<file path="config.mk">
export PLATFORM = sky130hd
export DESIGN_NAME = conv_channel_accum_top
export DESIGN_NICKNAME = d
export VERILOG_FILES = /design/src/source/conv_accum_pkg.sv /design/src/source/accum_apb_regs.sv /design/src/source/channel_accumulator.sv /design/src/source/conv_channel_accum_top.sv /design/src/source/fp32_adder.sv /design/src/source/plane_fifo.sv
export SDC_FILE = /design/constraint.sdc
export NUM_CORES = 2
export LEC_CHECK = 0
export ABC_CLOCK_PERIOD_IN_PS = 10650
export BUFFER_PORTS_ARGS = -buffer_cell sky130_fd_sc_hd__buf_2
export CORE_MARGIN = 2
export CORE_UTILIZATION = 60
export CTS_CLUSTER_SIZE = 14
export DETAILED_ROUTE_END_ITERATION = 6
export GPL_ROUTABILITY_DRIVEN = 1
export HOLD_SLACK_MARGIN = 0.03
export PLACE_DENSITY = 0.76
export SYNTH_ARGS = -nofsm -noshare
export SYNTH_HDL_FRONTEND = slang
export SYNTH_SLANG_ARGS = --single-unit
</file>
<file path="constraint.sdc">
create_clock -name clk -period 10.65 [get_ports clk]
set_input_delay 0.5325 -clock clk [delete_from_list [all_inputs] [get_ports clk]]
set_output_delay 0.5325 -clock clk [all_outputs]
set_load 0.005 [all_outputs]
</file>
<file path="src/source/conv_accum_pkg.sv">
package conv_accum_pkg;

  //////////////////////////////////////////////////
  // Plane geometry
  localparam int IMAGE_W    = 8;
  localparam int IMAGE_SIZE = IMAGE_W * IMAGE_W;
  localparam int PIX_CNT_W  = $clog2(IMAGE_SIZE + 1);

  //////////////////////////////////////////////////
  // Channel limits
  localparam int MAX_CHANNELS = 512;
  localparam int CH_CNT_W     = $clog2(MAX_CHANNELS + 1);

  // fp32 datapath
  localparam int DATA_W      = 32;
  localparam int ADD_LATENCY = 2;

  // One plane of partial sums
  localparam int FIFO_DEPTH = IMAGE_SIZE;

  //////////////////////////////////////////////////
  // APB register map, byte addresses
  localparam logic [3:0] REG_CTRL     = 4'h0;
  localparam logic [3:0] REG_CHANNELS = 4'h4;
  localparam logic [3:0] REG_PLANES   = 4'h8;
  localparam logic [3:0] REG_OUTS     = 4'hC;

endpackage

</file>
<file path="src/source/accum_apb_regs.sv">
`timescale 1ns/1ps

module accum_apb_regs import conv_accum_pkg::*; (
  input  logic                clk,
  input  logic                reset,
  input  logic [3:0]          paddr,
  input  logic                psel,
  input  logic                penable,
  input  logic                pwrite,
  input  logic [31:0]         pwdata,
  output logic [31:0]         prdata,
  output logic                pready,
  output logic                pslverr,
  input  logic                plane_done,
  input  logic                sum_valid,
  output logic [CH_CNT_W-1:0] num_channels,
  output logic                start
);

  logic        access;
  logic        addr_ok;
  logic        ch_bad;
  logic        wr_ok;
  logic [31:0] plane_cnt;
  logic [31:0] out_cnt;

  //////////////////////////////////////////////////
  // Transfer decode and checks
  assign access  = psel && penable;
  assign addr_ok = paddr == REG_CTRL || paddr == REG_CHANNELS ||
                   paddr == REG_PLANES || paddr == REG_OUTS;
  assign ch_bad  = pwrite && paddr == REG_CHANNELS &&
                   (pwdata == 32'd0 || pwdata > 32'(MAX_CHANNELS));
  assign wr_ok   = access && pwrite && addr_ok && !ch_bad;

  assign pready  = 1'b1;
  assign pslverr = access && (!addr_ok || ch_bad);

  always_comb begin
    prdata = 32'd0;
    if (access && !pwrite) begin
      case (paddr)
        REG_CHANNELS: prdata = {{(32 - CH_CNT_W){1'b0}}, num_channels};
        REG_PLANES:   prdata = plane_cnt;
        REG_OUTS:     prdata = out_cnt;
        default:      prdata = 32'd0;
      endcase
    end
  end

  // Channel count and start pulse
  always_ff @(posedge clk) begin
    if (reset) begin
      num_channels <= CH_CNT_W'(1);
      start        <= 1'b0;
    end else begin
      start <= wr_ok && paddr == REG_CTRL && pwdata[0];
      if (wr_ok && paddr == REG_CHANNELS) begin
        num_channels <= pwdata[CH_CNT_W-1:0];
      end
    end
  end

  //////////////////////////////////////////////////
  // Progress counters
  always_ff @(posedge clk) begin
    if (reset || start) begin
      plane_cnt <= 32'd0;
      out_cnt   <= 32'd0;
    end else begin
      plane_cnt <= plane_cnt + {31'd0, plane_done};
      out_cnt   <= out_cnt + {31'd0, sum_valid};
    end
  end

  a_start_pulse: assert property (@(posedge clk) disable iff (reset)
    start |=> !start);

  a_penable_psel: assert property (@(posedge clk) disable iff (reset)
    penable |-> psel);

endmodule

</file>
<file path="src/source/channel_accumulator.sv">
`timescale 1ns/1ps

module channel_accumulator import conv_accum_pkg::*; (
  input  logic                clk,
  input  logic                reset,
  input  logic                start,
  input  logic [CH_CNT_W-1:0] num_channels,
  input  logic                pix_valid,
  input  logic [DATA_W-1:0]   pix_data,
  output logic                plane_done,
  output logic                sum_valid,
  output logic [DATA_W-1:0]   sum_data
);

  logic [PIX_CNT_W-1:0] pix_cnt;
  logic [CH_CNT_W-1:0]  ch_cnt;
  logic                 first_ch;
  logic                 last_ch;
  logic                 plane_end;

  logic                 pix_q_valid;
  logic [DATA_W-1:0]    pix_q;
  logic                 first_q;
  logic                 last_q;

  logic                 fifo_wr;
  logic                 fifo_rd;
  logic [DATA_W-1:0]    fifo_data;
  logic                 fifo_full;
  logic                 fifo_empty;

  logic [DATA_W-1:0]    partial;
  logic                 add_valid;
  logic                 add_last;
  logic [DATA_W-1:0]    add_sum;

  //////////////////////////////////////////////////
  // Pixel and channel position
  assign first_ch   = ch_cnt == '0;
  assign last_ch    = ch_cnt == num_channels - 1'b1;
  assign plane_end  = pix_cnt == PIX_CNT_W'(IMAGE_SIZE - 1);
  assign plane_done = pix_valid && plane_end;

  always_ff @(posedge clk) begin
    if (reset || start) begin
      pix_cnt <= '0;
      ch_cnt  <= '0;
    end else if (pix_valid) begin
      if (plane_end) begin
        pix_cnt <= '0;
        // Wrap to channel 0 for the next image
        ch_cnt  <= last_ch ? '0 : ch_cnt + 1'b1;
      end else begin
        pix_cnt <= pix_cnt + 1'b1;
      end
    end
  end

  //////////////////////////////////////////////////
  // Input register lined up with the FIFO read data
  always_ff @(posedge clk) begin
    if (reset) begin
      pix_q_valid <= 1'b0;
      first_q     <= 1'b0;
      last_q      <= 1'b0;
    end else begin
      pix_q_valid <= pix_valid;
      first_q     <= first_ch;
      last_q      <= last_ch;
    end
  end

  always_ff @(posedge clk) begin
    pix_q <= pix_data;
  end

  // No previous sum on the first channel
  assign fifo_rd = pix_valid && !first_ch;
  assign partial = first_q ? '0 : fifo_data;

  fp32_adder u_adder (
    .clk      (clk),
    .reset    (reset),
    .in_valid (pix_q_valid),
    .a        (pix_q),
    .b        (partial),
    .in_last  (last_q),
    .out_valid(add_valid),
    .out_last (add_last),
    .sum      (add_sum)
  );

  // Last channel goes out and earlier channels go back to the buffer
  assign fifo_wr   = add_valid && !add_last;
  assign sum_valid = add_valid && add_last;
  assign sum_data  = add_sum;

  plane_fifo u_fifo (
    .clk    (clk),
    .reset  (reset),
    .clear  (start),
    .wr_en  (fifo_wr),
    .wr_data(add_sum),
    .rd_en  (fifo_rd),
    .rd_data(fifo_data),
    .full   (fifo_full),
    .empty  (fifo_empty)
  );

  a_no_write_full: assert property (@(posedge clk) disable iff (reset)
    !(fifo_wr && fifo_full));

  a_no_read_empty: assert property (@(posedge clk) disable iff (reset)
    !(fifo_rd && fifo_empty));

endmodule

</file>
<file path="src/source/conv_channel_accum_top.sv">
`timescale 1ns/1ps

module conv_channel_accum_top import conv_accum_pkg::*; (
  input  logic              clk,
  input  logic              reset,
  input  logic [3:0]        paddr,
  input  logic              psel,
  input  logic              penable,
  input  logic              pwrite,
  input  logic [31:0]       pwdata,
  output logic [31:0]       prdata,
  output logic              pready,
  output logic              pslverr,
  input  logic              pix_valid,
  input  logic [DATA_W-1:0] pix_data,
  output logic              sum_valid,
  output logic [DATA_W-1:0] sum_data
);

  logic [CH_CNT_W-1:0] num_channels;
  logic                start;
  logic                plane_done;

  // Register block, also counts stream progress
  accum_apb_regs u_regs (
    .clk         (clk),
    .reset       (reset),
    .paddr       (paddr),
    .psel        (psel),
    .penable     (penable),
    .pwrite      (pwrite),
    .pwdata      (pwdata),
    .prdata      (prdata),
    .pready      (pready),
    .pslverr     (pslverr),
    .plane_done  (plane_done),
    .sum_valid   (sum_valid),
    .num_channels(num_channels),
    .start       (start)
  );

  channel_accumulator u_accum (
    .clk         (clk),
    .reset       (reset),
    .start       (start),
    .num_channels(num_channels),
    .pix_valid   (pix_valid),
    .pix_data    (pix_data),
    .plane_done  (plane_done),
    .sum_valid   (sum_valid),
    .sum_data    (sum_data)
  );

endmodule

</file>
<file path="src/source/fp32_adder.sv">
`timescale 1ns/1ps

module fp32_adder import conv_accum_pkg::*; (
  input  logic              clk,
  input  logic              reset,
  input  logic              in_valid,
  input  logic [DATA_W-1:0] a,
  input  logic [DATA_W-1:0] b,
  input  logic              in_last,
  output logic              out_valid,
  output logic              out_last,
  output logic [DATA_W-1:0] sum
);

  // Leading zeros of a 24-bit mantissa, 24 when it is all zero
  function automatic logic [4:0] lead_zeros(input logic [23:0] m);
    logic [4:0] n;
    n = 5'd24;
    for (int i = 0; i < 24; i++) begin
      if (m[i]) begin
        n = 5'(23 - i);
      end
    end
    return n;
  endfunction

  //////////////////////////////////////////////////
  // Stage 1: order, align, add
  logic              swap;
  logic [DATA_W-1:0] op_big;
  logic [DATA_W-1:0] op_small;
  logic [23:0]       man_big;
  logic [23:0]       man_small;
  logic [23:0]       man_aligned;
  logic [7:0]        exp_diff;
  logic              eff_sub;
  logic [24:0]       man_sum;

  logic              s1_valid;
  logic              s1_last;
  logic              s1_sign;
  logic [7:0]        s1_exp;
  logic [24:0]       s1_man;

  // Compare magnitudes on exponent and fraction together
  assign swap     = b[30:0] > a[30:0];
  assign op_big   = swap ? b : a;
  assign op_small = swap ? a : b;

  // Hidden bit, exponent zero counts as zero
  assign man_big   = (op_big[30:23] != 8'd0) ? {1'b1, op_big[22:0]} : 24'd0;
  assign man_small = (op_small[30:23] != 8'd0) ? {1'b1, op_small[22:0]} : 24'd0;

  assign exp_diff    = op_big[30:23] - op_small[30:23];
  assign man_aligned = man_small >> exp_diff;
  assign eff_sub     = op_big[31] ^ op_small[31];
  assign man_sum     = eff_sub ? ({1'b0, man_big} - {1'b0, man_aligned})
                               : ({1'b0, man_big} + {1'b0, man_aligned});

  always_ff @(posedge clk) begin
    if (reset) begin
      s1_valid <= 1'b0;
      s1_last  <= 1'b0;
    end else begin
      s1_valid <= in_valid;
      s1_last  <= in_last;
    end
  end

  always_ff @(posedge clk) begin
    s1_sign <= op_big[31];
    s1_exp  <= op_big[30:23];
    s1_man  <= man_sum;
  end

  //////////////////////////////////////////////////
  // Stage 2: normalise and pack
  logic [4:0]        lz;
  logic [8:0]        norm_exp;
  logic [23:0]       norm_man;
  logic              res_zero;
  logic [DATA_W-1:0] res_word;

  assign lz = lead_zeros(s1_man[23:0]);

  always_comb begin
    norm_man = s1_man[23:0];
    norm_exp = {1'b0, s1_exp};
    res_zero = 1'b0;
    if (s1_man[24]) begin
      // Carry out of the add, one step right
      norm_man = s1_man[24:1];
      norm_exp = {1'b0, s1_exp} + 9'd1;
    end else if (s1_man[23:0] == 24'd0 || {4'd0, lz} >= {1'b0, s1_exp}) begin
      // Cancelled or would go denormal
      res_zero = 1'b1;
    end else begin
      norm_man = s1_man[23:0] << lz;
      norm_exp = {1'b0, s1_exp} - {4'd0, lz};
    end
  end

  // Zero is always packed as +0
  assign res_word = res_zero ? '0 : {s1_sign, norm_exp[7:0], norm_man[22:0]};

  always_ff @(posedge clk) begin
    if (reset) begin
      out_valid <= 1'b0;
      out_last  <= 1'b0;
    end else begin
      out_valid <= s1_valid;
      out_last  <= s1_last;
    end
  end

  always_ff @(posedge clk) begin
    sum <= res_word;
  end

endmodule

</file>
<file path="src/source/plane_fifo.sv">
`timescale 1ns/1ps

module plane_fifo import conv_accum_pkg::*; (
  input  logic              clk,
  input  logic              reset,
  input  logic              clear,
  input  logic              wr_en,
  input  logic [DATA_W-1:0] wr_data,
  input  logic              rd_en,
  output logic [DATA_W-1:0] rd_data,
  output logic              full,
  output logic              empty
);

  logic [DATA_W-1:0]                mem [FIFO_DEPTH];
  logic [$clog2(FIFO_DEPTH)-1:0]    wr_ptr;
  logic [$clog2(FIFO_DEPTH)-1:0]    rd_ptr;
  logic [$clog2(FIFO_DEPTH+1)-1:0]  count;

  // Depth is a power of two, pointers wrap on their own
  always_ff @(posedge clk) begin
    if (reset || clear) begin
      wr_ptr <= '0;
      rd_ptr <= '0;
      count  <= '0;
    end else begin
      if (wr_en) begin
        wr_ptr <= wr_ptr + 1'b1;
      end
      if (rd_en) begin
        rd_ptr <= rd_ptr + 1'b1;
      end
      case ({wr_en, rd_en})
        2'b10:   count <= count + 1'b1;
        2'b01:   count <= count - 1'b1;
        default: count <= count;
      endcase
    end
  end

  // Storage and registered read port
  always_ff @(posedge clk) begin
    if (wr_en) begin
      mem[wr_ptr] <= wr_data;
    end
    if (rd_en) begin
      rd_data <= mem[rd_ptr];
    end
  end

  assign full  = 32'(count) == FIFO_DEPTH;
  assign empty = count == '0;

endmodule
</file>
==> results.yml <==
synthesis:
  synth_area_per_cell_um2: 19.25
  syn-num-nets: 5009
  ys_top_cells_by_area: "edfxtp_1, mux4_2, dfxtp_1"
  synthCells: 4861
  netlist.area_leader.share: 0.6674
  synth_top_area_cell: "edfxtp_1"
  synth_area_um2: 93590
  ys_seq_elements: 2289
  synth_edf_count: 2080
  yosysWarnings: 0
  async_reset_ff_frac: 0
  yosysSeqAreaShare: 0.7121
  synthFlopType: "edfxtp_1"
  yosysUniqueCellTypes: 107
detailed_routing:
  drc: 1
  drt-initial-drc-count: 6960
  via_per_inst: 6.841
  post_drt_wl_per_cell_um: 34.27
  route.vias.total: 50400
  wirelength_um: 252500
  dr.pass1.iters: 7
  final_antenna_net_count: 0
floorplanning:
  core_area_um2: 154400
  die_w_um: 399.0
  die_h_um: 399.0
  io_pins: 141
  core.rowCount: 144
  die_area_um2: 159200
  start_util: 0.6061
flow_run:
  max_cap_violations: 0
setup_path:
  reg2reg_depth: 41
  crit_path_top_delay_cell: "mux4_2"
  cp_data_arrival_time_ps: 10410
  r2r_setup_slack_ps: 980
  required_ps: 11390
  critPathLaunchType: "flip-flop"
  r2r_end: "u_accum.u_adder.s1_man[23]"
  r2r-start: "u_accum.first_q"
  end_kind: "flip-flop"
  criticalPathCategory: "flip-flop to flip-flop"
  cpPeakStageDelay_ps: 480
  cp_max_fo: 33
grt:
  grt_usage: 0.3225
  grt_pass1_vias: 50830
  grt_busiest_layer: "met2"
  grt_use_met1: 0.4349
  grt_antenna_before_repair: 21
  grt_max_degree: 140
  grt_use_met3: 0.06465
  grt_overflow_total: 0
  globalRouteMet2Util: 0.5258
  grt_pass1_wl_um: 362600
clock_network:
  cts_buffers: 216
  path_clk_slew_ps: 60
  cts_tree: "done"
  htree_levels: 4
  insertion_delay_ps: 850
  clk_path_buf_depth: 3
  root_buffer: "clkbuf_16"
  clock_sinks: 2289
hold_path:
  hold_depth: 2
  worstHoldStart: "reset"
  whs_endpoint: "u_accum.pix_q_valid"
  min_path_type: "input port to flip-flop"
power_and_ir_drop:
  p_switching_w: 0.005496
  switching_share: 0.2568
  clkPwrFrac: 0.355
  p_int_w: 0.01591
  leakagePower_nw: 33.17
  p_comb_frac: 0.108
  ir_drop_mv: 0.1861
  p_seq_frac: 0.537
  p_per_area_nw_per_um2: 204.2
  total_power_w: 0.02140
layout:
  design_area_um2: 104800
  nets: 5287
  stdcell_count: 7367
  utilization: 0.6790
  final_layout_size_suffix_gt1_frac: 0.2694
  area_growth_pct: 12.02
  num-fill-cells: 9449
placed_design:
  dp_hpwl_um: 134400
  gp_congestion: 0.8993
  dpl.cell_count: 6921
  dpl_cell_area_um2: 97450
  portBuffers: 139
timing:
  slew_viol_final: 0
  worst_pin_slew_ps: 1282
  totalNegativeSetupSlack_ps: 0
  finalCritPeriodShare: 0.9077
  final.setup_skew_ps: 51.68
  setup_violations: 0
  grt_setup_unrepaired: "false"
  period_minus_slack_ps: 9667
  slew_headroom: 0.1451
  hold_viol: 0
  max_freq_ghz: 0.1035
run_status:
  violations: "design-rule violations"
  status: "complete, but fails checks"
[cells in the mapped netlist (30+ instances only)]
| cell type | count |
|---|---|
| edfxtp_1 | 2080 |
| mux4_2 | 688 |
| nor2_1 | 296 |
| dfxtp_1 | 209 |
| nand2_1 | 189 |
| clkbuf_1 | 183 |
| a21oi_1 | 98 |
| mux2i_1 | 91 |
| inv_1 | 85 |
| xor2_1 | 81 |
| o21ai_0 | 76 |
| ha_1 | 72 |
| nand3_1 | 64 |
| buf_1 | 58 |
| xnor2_1 | 51 |
| a22oi_1 | 44 |
| nor3_1 | 43 |
| nor2b_1 | 35 |
| nand4_1 | 32 |
| and3_1 | 30 |
[critical path, delay by kind of cell, from the launching register on]
family | cells | cell delay, ps
and+or+nand+nor | 8 | 1470
adders and majority gates | 4 | 1200
buffers and inverters | 3 | 520
muxes | 2 | 660
AOI/OAI and AO/OA | 23 | 5270
DFF | 1 | 310
xor gates and xnor gates | 1 | 130
[cells by family (layout without fill, tap and decap cells)]
group	after synthesis	count (layout)	share of synthesized area
AOI/OAI and AO/OA	400	400	0.03011
xor gates and xnor gates	133	133	0.01253
adders and majority gates	74	74	0.01005
buffers and inverters	347	806	0.01477
DFF	2289	2289	0.7121
muxes	803	803	0.1794
other	1	4	0.00004007
and+or+nand+nor	814	814	0.04106
[layout by cell type, fill, tap and decap left out, types with 15 or more instances in the layout]
| master | synthesis | routed |
|---|---|---|
| o21ai_0 | 76 | 75 |
| bufinv_16 | 0 | 17 |
| mux4_2 | 688 | 688 |
| nor4_1 | 20 | 17 |
| and2_1 | 16 | 15 |
| nor2_1 | 296 | 237 |
| xnor2_1 | 51 | 51 |
| nor3_1 | 43 | 40 |
| edfxtp_1 | 2080 | 2080 |
| nand2b_1 | 28 | 28 |
| nand3_1 | 64 | 64 |
| a21o_1 | 17 | 17 |
| a22oi_1 | 44 | 44 |
| nand2_1 | 189 | 189 |
| dfxtp_2 | 0 | 34 |
| clkbuf_1 | 183 | 48 |
| nand4_1 | 32 | 32 |
| o211ai_1 | 15 | 15 |
| clkbuf_16 | 0 | 221 |
| dfxtp_1 | 209 | 171 |
| mux2_2 | 15 | 15 |
| buf_2 | 9 | 139 |
| nor2_4 | 1 | 60 |
| inv_1 | 85 | 85 |
| dlygate4sd3_1 | 0 | 43 |
| ha_1 | 72 | 72 |
| nor2b_1 | 35 | 35 |
| and3_1 | 30 | 30 |
| clkinv_2 | 0 | 34 |
| xor2_1 | 81 | 80 |
| mux2i_1 | 91 | 91 |
| clkinv_1 | 2 | 54 |
| buf_4 | 3 | 131 |
| a21oi_1 | 98 | 98 |
[power by group through the flow]
stage | clock network, W | logic (W) | registers, W
6_report | 0.00760 | 0.00231 | 0.0115
5_1_grt | 0.00797 | 0.00249 | 0.0115
4_1_cts | 0.00767 | 0.00227 | 0.0115
3_5_place_dp | 0 | 0.00224 | 0.0117
3_3_place_gp | 0 | 0.00220 | 0.0116
2_1_floorplan | 0 | 0.000950 | 0.0119
[cell type report]
type                    count  area (um2)  share of cell area
inverters                  88       330.3            0.003151
multi-input cells        2225       26080              0.2487
well taps                2044        2557             0.02439
diodes                      3       7.507          0.00007161
flip-flops and latches   2289       66700              0.6362
clock inverters           124        1142             0.01090
clock buffers             275        5793             0.05526
repair buffers            319        2230             0.02127
[state kept, by name, indices dropped and copies added (netlist names), 6 cells and up]
register / flops
u_accum.u_fifo.mem: 2048
u_accum.pix_q: 32
u_accum.u_adder.sum: 32
u_accum.u_fifo.rd_data: 32
u_regs.out_cnt: 32
u_regs.plane_cnt: 32
u_accum.u_adder.s1_man: 25
u_accum.ch_cnt: 10
u_regs.num_channels: 10
u_accum.u_adder.s1_exp: 8
u_accum.pix_cnt: 7
u_accum.u_fifo.rd_ptr: 6
u_accum.u_fifo.wr_ptr: 6
[worst max path at each step]
| stage | end | startpoint | cells after the start | slack [ps] |
|---|---|---|---|---|
| 5_1_grt | u_accum.u_adder.s1_man[23] | u_accum.first_q | 41 | 130 |
| 3_3_place_gp | u_accum.u_adder.s1_man[23] | u_accum.first_q | 41 | 910 |
| 4_1_cts | u_accum.u_adder.s1_man[23] | u_accum.first_q | 41 | 700 |
| 6_report | u_accum.u_adder.s1_man[23] | u_accum.first_q | 41 | 980 |
| 2_1_floorplan | u_accum.u_adder.s1_man[23] | u_accum.first_q | 48 | 1120 |
| 3_5_place_dp | u_accum.u_adder.s1_man[23] | u_accum.first_q | 41 | 770 |
[metrics by stage]
step                worst slack [ps]  hold WS [ps]
finish                         983.5         108.5
global route                   128.8         108.6
CTS                            704.9         47.46
detailed placement             773.4         434.2
global placement               905.9         419.5
floorplan                       1119         413.8
[repair_timing]
action | 4_1_cts | 5_1_grt
setup endpoints to repair | 0 | 2
hold buffers | 43 | 0
gates resized for setup | 0 | 1
endpoints found under the hold margin | 43 | 0
setup buffers | 0 | 1
[routing by layer]
layer | share of wire | vias up
met2 | 0.49 | 3247
met4 | 0.041 | 24
met5 | 0.00069 | -
li1 | - | 20440
met1 | 0.36 | 26110
met3 | 0.10 | 569
No activity file was read; power rests on OpenSTA's default activity.
